`config.mk`:
```
export PLATFORM = sky130hd
export DESIGN_NAME = programCounter
export DESIGN_NICKNAME = d
export VERILOG_FILES = /design/src/verilog/core_pkg.sv /design/src/verilog/program_counter.sv
export VERILOG_INCLUDE_DIRS = /design/src /design/src/verilog
export SDC_FILE = /design/constraint.sdc
export NUM_CORES = 1
export LEC_CHECK = 0
export ABC_CLOCK_PERIOD_IN_PS = 9700
export BUFFER_PORTS_ARGS = -buffer_cell sky130_fd_sc_hd__buf_4
export CAP_MARGIN = 5
export CORE_MARGIN = 2
export CORE_UTILIZATION = 23
export DETAILED_ROUTE_END_ITERATION = 8
export REMOVE_ABC_BUFFERS = 1
export SKIP_CTS_REPAIR_TIMING = 1
export SYNTH_ARGS = -nofsm -noshare
export SYNTH_HDL_FRONTEND = slang
export SYNTH_SLANG_ARGS = --single-unit
```
`constraint.sdc`:
```
create_clock -name clk -period 9.7 [get_ports clk]
set_input_delay 1.94 -clock clk [delete_from_list [all_inputs] [get_ports clk]]
set_output_delay 1.94 -clock clk [all_outputs]
set_load 0.03 [all_outputs]
```
`src/verilog/core_consts.svh`:
```
`ifndef CORE_CONSTS_SVH
`define CORE_CONSTS_SVH

// Datapath and instruction widths.
`define XLEN 64
`define ILEN 32

// First address fetched after reset.
`define RESET_PC 64'h0

// Major opcodes of the supported instructions.
`define OP_REG    7'b0110011
`define OP_IMM    7'b0010011
`define OP_LOAD   7'b0000011
`define OP_STORE  7'b0100011
`define OP_BRANCH 7'b1100011
`define OP_JAL    7'b1101111

// ADDI x0, x0, 0 fills a flushed fetch slot.
`define NOP_INSTR 32'h0000_0013

`endif

```
`src/verilog/core_pkg.sv`:
```
`include "core_consts.svh"

package corePkg;

    typedef logic [`XLEN-1:0] u64;
    typedef logic [`ILEN-1:0] u32;
    typedef logic [4:0] u5;

    typedef enum logic [2:0] {
        ALU_ADD,
        ALU_SUB,
        ALU_AND,
        ALU_OR,
        ALU_XOR
    } aluOp_t;

    typedef struct packed {
        logic valid;
        u64 pc;
        u32 instr;
    } regIfId_t;

    typedef struct packed {
        logic valid;
        u64 pc;
        u5 rd;
        logic regWrite;
        logic memRead;
        logic memWrite;
        logic isBranch;
        logic isJal;
        aluOp_t aluOp;
        logic useImm;
        u64 op1;
        u64 op2;
        u64 storeData;
        u64 imm;
    } regIdEx_t;

    typedef struct packed {
        logic valid;
        u64 pc;
        u5 rd;
        logic regWrite;
        logic memRead;
        logic memWrite;
        u64 aluResult;
        u64 storeData;
    } regExMem_t;

    typedef struct packed {
        logic valid;
        u64 pc;
        u5 rd;
        logic regWrite;
        u64 result;
    } regMemWb_t;

    // A stage result that decode may take before it reaches the register file.
    typedef struct packed {
        logic valid;
        u5 rd;
        u64 data;
        logic isLoad;
    } fwdSource_t;

    typedef struct packed {
        logic valid;
        u64 pc;
        u5 rd;
        logic regWrite;
        u64 data;
    } commit_t;

endpackage

```
`src/verilog/program_counter.sv`:
```
`include "core_consts.svh"

module programCounter import corePkg::*; (
    input logic clk,
    input logic rstN,
    input logic lwHold,
    input logic okAll,
    input logic jumpEn,
    input u64 jumpAddr,
    output logic ireqValid,
    output u64 ireqAddr,
    input logic irespOk,
    input u32 irespData,
    output logic okToProceed,
    output regIfId_t moduleOut
);

    u64 pc;
    logic haveInstr;
    u32 instrLatch;
    u32 curInstr;

    assign ireqAddr = pc;
    assign curInstr = haveInstr ? instrLatch : irespData;
    assign okToProceed = haveInstr || (ireqValid && irespOk);

    always_ff @(posedge clk) begin
        if (!rstN) begin
            pc <= `RESET_PC;
            ireqValid <= 1'b0;
            haveInstr <= 1'b0;
            moduleOut.valid <= 1'b0;
        end else if (okAll && !lwHold) begin
            moduleOut.valid <= !jumpEn;
            moduleOut.pc <= pc;
            moduleOut.instr <= jumpEn ? `NOP_INSTR : curInstr;
            pc <= jumpEn ? jumpAddr : pc + 64'd4;
            ireqValid <= 1'b1;
            haveInstr <= 1'b0;
        end else if (ireqValid && irespOk) begin
            // Keep the word until the pipeline is able to take it.
            instrLatch <= irespData;
            haveInstr <= 1'b1;
            ireqValid <= 1'b0;
        end else if (!ireqValid && !haveInstr) begin
            ireqValid <= 1'b1;
        end
    end

endmodule

```
==> impl_metrics.py, run 1 <==
metrics = {
    "outcome": {
        "status": "finished clean",
    },
    "sta": {
        "finalSetupTns_ps": 0,
        "setup_slack_ps": 5310,
        "drv_slew": 0,
        "tightest_slew_ps": 1280,
        "layout_worst_path_cycle_share": 0.453,
        "setup_viol": 0,
        "max_freq_mhz": 228,
        "max-slew-margin-rel": 0.136,
        "rsz0062_at_grt": "no",
        "hold_violations": 0,
        "clock_skew_ps": 11.5,
        "min_period_ps": 4390,
    },
    "pwr": {
        "finalPower_w": 0.00194,
        "swShare": 0.259,
        "p_leak_nw": 4.36,
        "seqPwrFrac": 0.493,
        "power.internal_w": 0.00144,
        "p_per_area_nw_per_um2": 163,
        "clkPwrFrac": 0.394,
        "p_comb_frac": 0.113,
        "switching_power_w": 0.000503,
        "ir_drop_uv": 123,
    },
    "worst_setup_path": {
        "crit_buf_inv": 2,
        "crit_path_end_kind": "primary output",
        "timing.rr.start": "ireqAddr[2]",
        "worst-path-stages": 4,
        "worstSetupPathType": "input port to primary output",
        "cp_slowest_stage_delay_ps": 180,
        "crit_slowest_cell": "buf_4",
        "cpLargestDelayFamily": "buffers and inverters",
        "start_kind": "input port",
        "reg2reg_slack_ps": 6820,
        "required_ps": 7760,
        "reg2regPathDepth": 6,
        "path_cells": "buf_4 -> nand2_1 -> nand2_1 -> buf_4",
        "crit_path_max_fanout": 3,
        "cp.arrival_ps": 2450,
        "r2r_end": "ireqAddr[50]",
    },
    "route": {
        "drtPass1Iterations": 5,
        "drtIter0Drc": 536,
        "wl_per_cell_um": 19.6,
        "via_per_inst": 4.92,
        "vias": 7766,
        "ant_nets": 0,
        "remaining_drc_errors": 0,
        "drt-total-wl_um": 30900,
    },
    "global_route": {
        "grt_overflow": 0,
        "grt_pass1_vias": 7297,
        "antenna_found_initial": 0,
        "grtUsageTotal": 0.153,
        "grt_max_degree": 84,
        "grt_first_pass_wirelength_um": 45400,
    },
    "logic_synthesis": {
        "ys_seq_area_frac": 0.590,
        "ys_types": 58,
        "synth_ff_type": "edfxtp_1",
        "yosysTopAreaCellShare": 0.438,
        "yosysTopAreaCell": "edfxtp_1",
        "yosys-top-cells-count": "edfxtp_1, nor2_1, nand2_1, dfxtp_1, a21oi_1",
        "syn_area_um2": 8780,
        "synth.most_common_cell": "edfxtp_1",
        "syn_inst": 819,
        "synth_async_sr_flop_share": 0,
        "avgSynthCellArea_um2": 10.7,
        "ys_warn_count": 0,
        "ys_ff_latch": 195,
        "synth_edf_count": 128,
        "synth_area_leaders": "edfxtp_1, dfxtp_1, mux2i_1",
    },
    "cells_and_area": {
        "final_cells": 1577,
        "areaGrowthSynthToFinish_pct": 35.3,
        "nets": 1156,
        "drive_gt1_frac": 0.301,
        "diodes": 0,
    },
    "floorplanning": {
        "die_h_um": 199,
        "start_util": 0.233,
        "die_x_um": 199,
        "core_um2": 37700,
        "ios": 265,
        "die-area_um2": 39800,
        "num_rows": 71,
    },
    "place": {
        "dp_cells": 1545,
        "port_buffers": 264,
        "dpl.hpwl_um": 21700,
        "place.gp.congestion": 0.792,
        "place_ws_ps": 4810,
    },
    "flow_run": {
        "drv_cap": 0,
    },
    "cts": {
        "cts_tree": "yes",
        "insertion_delay_ps": 450,
        "clockRootBuffer": "clkbuf_16",
        "cts_buffers": 17,
        "clockBufferDepth": 2,
        "cts_max_level": 4,
        "clkSinkCount": 195,
        "cts.reportedPaths.clkPinSlew_ps": 70,
    },
    "min_path": {
        "hold_path.startpoint": "ireqAddr[1]",
        "min_to": "ireqAddr[1]",
        "holdPathStages": 2,
        "hp-class": "register to register",
    },
}
## per-stage QoR
stage | hold WS, ps | util | instance area, um2
final | 513 | 0.316 | 11900
after global placement | 497 | 0.299 | 11300
after detailed placement | 501 | 0.299 | 11300
after global routing | 534 | 0.316 | 11900
after floorplan | 513 | - | 8570
after CTS | 520 | 0.316 | 11900
## sequential cells by signal, summed over array words and instances (netlist names)
signal,flops
instrLatch,32
haveInstr,1
moduleOut,97
ireqValid,1
ireqAddr,64
## kinds of logic after synthesis
group | after synthesis | synth area share
AND/OR/NAND/NOR | 340 | 0.202
flip-flops | 195 | 0.590
AO/OA/AOI/OAI | 179 | 0.135
buffers and inverters | 66 | 0.0286
multiplexers | 38 | 0.0433
adder cells (fa/ha/maj) | 1 | 0.00142
## power by group through the flow
| stage | Combinational, W | Clock [W] | Sequential, W |
|---|---|---|---|
| final | 0.000220 | 0.000764 | 0.000956 |
| after global routing | 0.000237 | 0.000814 | 0.000960 |
| after CTS | 0.000222 | 0.000785 | 0.000956 |
| after detailed placement | 0.000221 | 0 | 0.000974 |
| after global placement | 0.000219 | 0 | 0.000973 |
| after floorplan | 0.0000626 | 0 | 0.00101 |
## worst min-delay path, delay by kind of cell, from the launching register on
kind	cells	cell delay, ps
AOI/OAI and AO/OA	1	50
DFF	1	350
and+or+nand+nor	1	70
## how the worst max path moves through the flow
stage,start,end,slack [ps]
after global routing,lwHold,moduleOut[54],5130
after CTS,lwHold,moduleOut[53],5290
after floorplan,lwHold,ireqAddr[35],1570
after global placement,lwHold,moduleOut[62],4840
after detailed placement,lwHold,moduleOut[54],4810
final,irespOk,okToProceed,5310
## metal layers
metal / wire length (um) / GRT usage
met1: 14100 / 0.206
met4: 442 / 0.0455
met5: 0 / 0
met3: 2120 / 0.0375
met2: 14200 / 0.245
## cells in the final DEF (no fill, tap or decap), types with 17 or more instances in the layout
| cell | instances |
|---|---|
| a21oi_1 | 46 |
| a31oi_1 | 20 |
| and3_1 | 33 |
| buf_4 | 272 |
| clkbuf_16 | 17 |
| dfxtp_1 | 66 |
| edfxtp_1 | 128 |
| mux2i_1 | 38 |
| nand2_1 | 72 |
| nand3_1 | 40 |
| nand4_1 | 25 |
| nor2_1 | 73 |
| nor4_1 | 25 |
| o211ai_1 | 21 |
| o21ai_0 | 36 |
| or4_1 | 18 |
## cell type report
| cell class | instances | area, um2 |
|---|---|---|
| fill | 3946 | 25800 |
| sequential | 195 | 5190 |
| multi-input combinational | 558 | 3370 |
| timing repair buffer | 272 | 2040 |
| tap | 511 | 639 |
| clock buffer | 19 | 433 |
| clock inverter | 13 | 183 |
| inverter | 9 | 33.8 |
(Power assumes the default switching activity.)
==> inputs of run 2 (changes only) <==
- ABC_CLOCK_PERIOD_IN_PS: 9700 -> 4200
- clock period: 9.7 -> 4.2 ns (I/O delays scaled with it)
==> run 2 against run 1 <==
Register-to-register slack worse by 5500 ps; first-iteration DRC count grew 6.9%; die area stayed put; critical path depth rose by 2; clock skew down 1.9 ps; power grew 140%; critical endpoint is now ireqAddr[52]; largest power group unchanged.
==> impl_metrics.py, run 2 (synthesized netlist as in run 1, its figures left out) <==
metrics = {
    "floorplanning": {
        "die-area_um2": 39800,
        "start_util": 0.233,
        "die_x_um": 199,
        "die_h_um": 199,
        "num_rows": 71,
        "core_um2": 37700,
        "ios": 265,
    },
    "pwr": {
        "ir_drop_uv": 300,
        "p_leak_nw": 4.43,
        "p_per_area_nw_per_um2": 384,
    },
    "place": {
        "place.gp.congestion": 0.840,
        "port_buffers": 264,
        "dpl.hpwl_um": 22700,
    },
    "sta": {
        "whs_ps": 535,
        "rsz0062_at_grt": "no",
        "drv_slew": 0,
        "tightest_slew_ps": 785,
        "layout_worst_path_cycle_share": 0.681,
        "max_freq_mhz": 350,
        "max-slew-margin-rel": 0.472,
        "finalSetupTns_ps": 0,
        "min_period_ps": 2860,
        "hold_violations": 0,
        "setup_viol": 0,
        "clock_skew_ps": 9.58,
    },
    "cells_and_area": {
        "regMostFlops": "moduleOut",
        "final_util": 0.319,
        "drive_gt1_frac": 0.310,
        "final_common_cell": "buf_4",
        "areaGrowthSynthToFinish_pct": 37.0,
        "num-fill-cells": 3913,
        "largest_reg_flops": 97,
        "nets": 1165,
        "final_cell_mix": "buf_4, edfxtp_1, nor2_1",
    },
    "route": {
        "vias": 7739,
        "drtPass1Iterations": 5,
        "drtIter0Drc": 573,
        "remaining_drc_errors": 0,
        "wl_per_cell_um": 19.9,
        "ant_nets": 0,
        "drt-total-wl_um": 31600,
        "via_per_inst": 4.87,
    },
    "worst_setup_path": {
        "crit_top_cell": "and3_1",
        "crit_slowest_cell": "or4_1",
        "timing.rr.start": "ireqAddr[2]",
        "reg2regPathDepth": 6,
        "crit_path_max_fanout": 15,
        "path_cells": "ha_1 -> and3_1 -> and3_1 -> nand4_1 -> or4_1 -> o211ai_1",
        "cp.arrival_ps": 3230,
        "r2r_end": "ireqAddr[52]",
        "required_ps": 4580,
        "reg2reg_slack_ps": 1340,
        "crit_path_end_kind": "register",
        "crit_buf_inv": 0,
        "start_kind": "register",
        "worstSetupPathType": "register to register",
        "cp_slowest_stage_delay_ps": 660,
        "cpLargestDelayFamily": "simple AND/OR/NAND/NOR gates",
    },
    "global_route": {
        "grt_max_degree": 71,
        "grt_overflow": 0,
        "grt_first_pass_wirelength_um": 45800,
        "antenna_found_initial": 2,
        "grtUsageTotal": 0.156,
        "grt_pass1_vias": 7229,
    },
    "cts": {
        "insertion_delay_ps": 450,
        "cts_max_level": 4,
        "cts_tree": "yes",
        "cts.reportedPaths.clkPinSlew_ps": 70,
        "clockRootBuffer": "clkbuf_16",
        "cts_buffers": 17,
        "clkSinkCount": 195,
        "clockBufferDepth": 2,
    },
    "flow_run": {
        "drv_cap": 0,
    },
    "min_path": {
        "holdPathStages": 2,
        "hold_path.startpoint": "ireqAddr[0]",
        "hp-class": "register to register",
        "min_to": "ireqAddr[0]",
    },
    "outcome": {
        "status": "finished clean",
    },
}
## run 2: metal layers
metal | global-route usage | share of wire | up-vias
li1 | - | - | 3645
met1 | 0.206 | 0.45 | 3760
met2 | 0.244 | 0.46 | 301
met3 | 0.0422 | 0.077 | 33
met4 | 0.0549 | 0.020 | 0
met5 | 0 | 0 | -
## run 2: layout make-up
type	count	area, um2	share of cell area
multi-input combinational	558	3370	0.280
antenna	2	5.00	0.000416
inverter	9	33.8	0.00281
timing repair buffer	281	2120	0.176
clock buffer	17	425	0.0354
tap	511	639	0.0531
sequential	195	5190	0.431
clock inverter	15	250	0.0208
## run 2: how the worst max path moves through the flow
stage / from / to / slack (ps) / depth (start not counted)
final: ireqAddr[2] / ireqAddr[52] / 1340 / 6
after global routing: ireqAddr[2] / ireqAddr[50] / 1180 / 6
after CTS: ireqAddr[2] / ireqAddr[52] / 1340 / 6
after detailed placement: rstN / ireqAddr[38] / 1200 / 5
after global placement: rstN / ireqAddr[62] / 1300 / 5
after floorplan: lwHold / ireqAddr[35] / -2830 / 4
## run 2: tightest hold or removal path: stages (launching register included)
cell and delay (ps):
dfxtp_1 360, nand2_1 80, a21oi_1 60
## run 2: report_power, final
part / switching [W] / internal, W / total [W]
Clock: 0.000769 / 0.00112 / 0.00189
Combinational: 0.000324 / 0.000208 / 0.000531
Sequential: 0.0000781 / 0.00212 / 0.00219
Total: 0.00117 / 0.00345 / 0.00462
## run 2: stage by stage
| step | setup WS (ps) | instance area, um2 | total power (W) | cells |
|---|---|---|---|---|
| 2_1_floorplan | -2830 | 8570 | 0.00248 | 762 |
| 3_3_place_gp | 1300 | 11400 | 0.00276 | 1554 |
| 3_5_place_dp | 1200 | 11400 | 0.00277 | 1554 |
| 4_1_cts | 1340 | 12000 | 0.00468 | 1586 |
| 5_1_grt | 1180 | 12000 | 0.00478 | 1588 |
| 6_report | 1340 | 12000 | 0.00462 | 1588 |
==> inputs of run 3 (changes only) <==
- ABC_CLOCK_PERIOD_IN_PS: 4200 -> 2500
- clock period: 4.2 -> 2.5 ns (I/O delays scaled with it)
==> run 3 against run 2 <==
Largest cell class unchanged; global-route usage increased by 0.24 points; combinational power increased by 86%; clock power increased by 40%; flip-flop and latch count unchanged; power increased by 58%; largest power group unchanged; utilization increased by 0.98 points; sequential share of layout area decreased by 1.3 points; clock skew decreased by 0.64 ps; routed wire length increased by 2.1%; first-iteration DRC count increased by 4.7%; final cell count increased by 3.8%; critical path type unchanged.
==> impl_metrics.py, run 3 (synthesized netlist as in run 1, its figures left out) <==
metrics = {
    "floorplanning": {
        "core_um2": 37700,
        "start_util": 0.233,
        "die_h_um": 199,
        "die-area_um2": 39800,
        "num_rows": 71,
        "die_x_um": 199,
        "ios": 265,
    },
    "worst_setup_path": {
        "required_ps": 2880,
        "worstSetupPathType": "register to register",
        "reg2regPathDepth": 5,
        "cp_slowest_stage_delay_ps": 630,
        "crit_path_end": "ireqAddr[63]",
        "crit_path_max_fanout": 8,
        "crit_slowest_cell": "or4_1",
        "crit_top_cell": "or4_4",
        "startpoint": "ireqAddr[35]",
        "cp.arrival_ps": 2800,
        "path_cells": "nand3_1 -> or4_1 -> or4_4 -> or4_4 -> o211ai_2",
        "crit_path_end_kind": "register",
        "timing.rr.start": "ireqAddr[35]",
        "r2r_end": "ireqAddr[63]",
        "start_kind": "register",
        "reg2reg_slack_ps": 90,
    },
    "cells_and_area": {
        "final_cells": 1649,
        "seqCellArea_um2": 5190,
        "largest_reg_flops": 97,
        "areaGrowthSynthToFinish_pct": 41.2,
        "num-fill-cells": 3880,
        "final_util": 0.329,
        "drive_gt1_frac": 0.345,
        "regMostFlops": "moduleOut",
        "final_common_cell": "buf_4",
        "multi_input_area_um2": 3380,
        "final_cell_mix": "buf_4, edfxtp_1, nor2_1",
        "nets": 1228,
        "diodes": 0,
    },
    "pwr": {
        "ir_drop_uv": 522,
        "p_per_area_nw_per_um2": 587,
        "p_leak_nw": 4.70,
    },
    "cts": {
        "cts.reportedPaths.clkPinSlew_ps": 70,
        "cts_buffers": 17,
        "clockRootBuffer": "clkbuf_16",
        "cts_max_level": 4,
        "cts_tree": "yes",
        "insertion_delay_ps": 450,
        "clockBufferDepth": 2,
        "clkSinkCount": 195,
    },
    "sta": {
        "hold_violations": 0,
        "max-slew-margin-rel": 0.638,
        "clock_skew_ps": 8.93,
        "whs_ps": 239,
        "rsz0062_at_grt": "no",
        "max_freq_mhz": 414,
        "setup_viol": 0,
        "layout_worst_path_cycle_share": 0.965,
        "drv_slew": 0,
        "tightest_slew_ps": 544,
        "min_period_ps": 2410,
    },
    "place": {
        "port_buffers": 264,
        "place.gp.congestion": 0.840,
        "dpl.hpwl_um": 23800,
        "dp_cells": 1616,
    },
    "route": {
        "via_per_inst": 4.87,
        "wl_per_cell_um": 19.6,
        "drt-total-wl_um": 32300,
        "vias": 8029,
        "drtIter0Drc": 600,
        "drtPass1Iterations": 5,
        "remaining_drc_errors": 0,
        "ant_nets": 0,
    },
    "min_path": {
        "holdPathStages": 1,
        "hp-class": "input port to register",
    },
    "global_route": {
        "grt_overflow": 0,
        "grtUsageTotal": 0.158,
        "grt_max_degree": 69,
        "antenna_found_initial": 1,
        "grt_first_pass_wirelength_um": 46700,
        "grt_pass1_vias": 7548,
    },
    "flow_run": {
        "drv_cap": 0,
    },
    "outcome": {
        "status": "finished clean",
    },
}
run 3: cell count changes in the layout (fill, tap and decap cells not counted), moves of 2 or more:
cell       previous run  this run
nor4_2                0         2
clkinv_4              2         0
nor4_1               25        23
buf_4               280       341
clkinv_2              0         2
inv_6                 3         1
bufinv_16             6         1
clkbuf_1              0         5
diode_2               2         0
buf_12                1         3
run 3: final cells by class:
class | instances | area share
flip-flops and latches | 195 | 0.418
multi-input cells | 558 | 0.273
repair buffers | 344 | 0.211
well taps | 511 | 0.0516
clock buffers | 23 | 0.0369
clock inverters | 9 | 0.00656
inverters | 9 | 0.00272
run 3: worst min path at each step:
stage	start	to	slack [ps]
after floorplan	instrLatch[0]	moduleOut[0]	510
after global placement	ireqAddr[18]	moduleOut[50]	490
after detailed placement	ireqAddr[18]	moduleOut[50]	510
after CTS	irespData[12]	instrLatch[12]	210
after global routing	irespData[25]	instrLatch[25]	220
final	irespData[25]	instrLatch[25]	240
run 3: where the power goes:
| group | leakage [nW] | switching, W | internal [W] |
|---|---|---|---|
| Sequential | 1.74 | 0.0000927 | 0.00355 |
| Combinational | 2.70 | 0.000594 | 0.000395 |
| Clock | 0.256 | 0.00125 | 0.00140 |
run 3: worst max-delay path: cells and delay by family (launching register included):
kind / cells / cell delay, ps
and+or+nand+nor: 4 / 1830
DFF: 1 / 460
AOI/OAI and AO/OA: 1 / 70
run 3: metrics by stage:
stage	total power, W	cell area (um2)	worst slack (ps)	TNS, ps
after detailed placement	0.00471	11800	117	0
final	0.00728	12400	86.4	0
after global placement	0.00470	11800	176	0
after CTS	0.00736	12400	93.4	0
after global routing	0.00753	12400	20.2	0
after floorplan	0.00417	8570	-4190	-504640
run 3: layer usage:
layer,routed length [um],track usage,part of all wire,up-vias
met4,533,0.0477,0.017,2
met3,2460,0.0417,0.076,36
met2,15100,0.257,0.47,321
li1,-,-,-,3768
met5,13,0,0.00040,-
met1,14200,0.206,0.44,3902
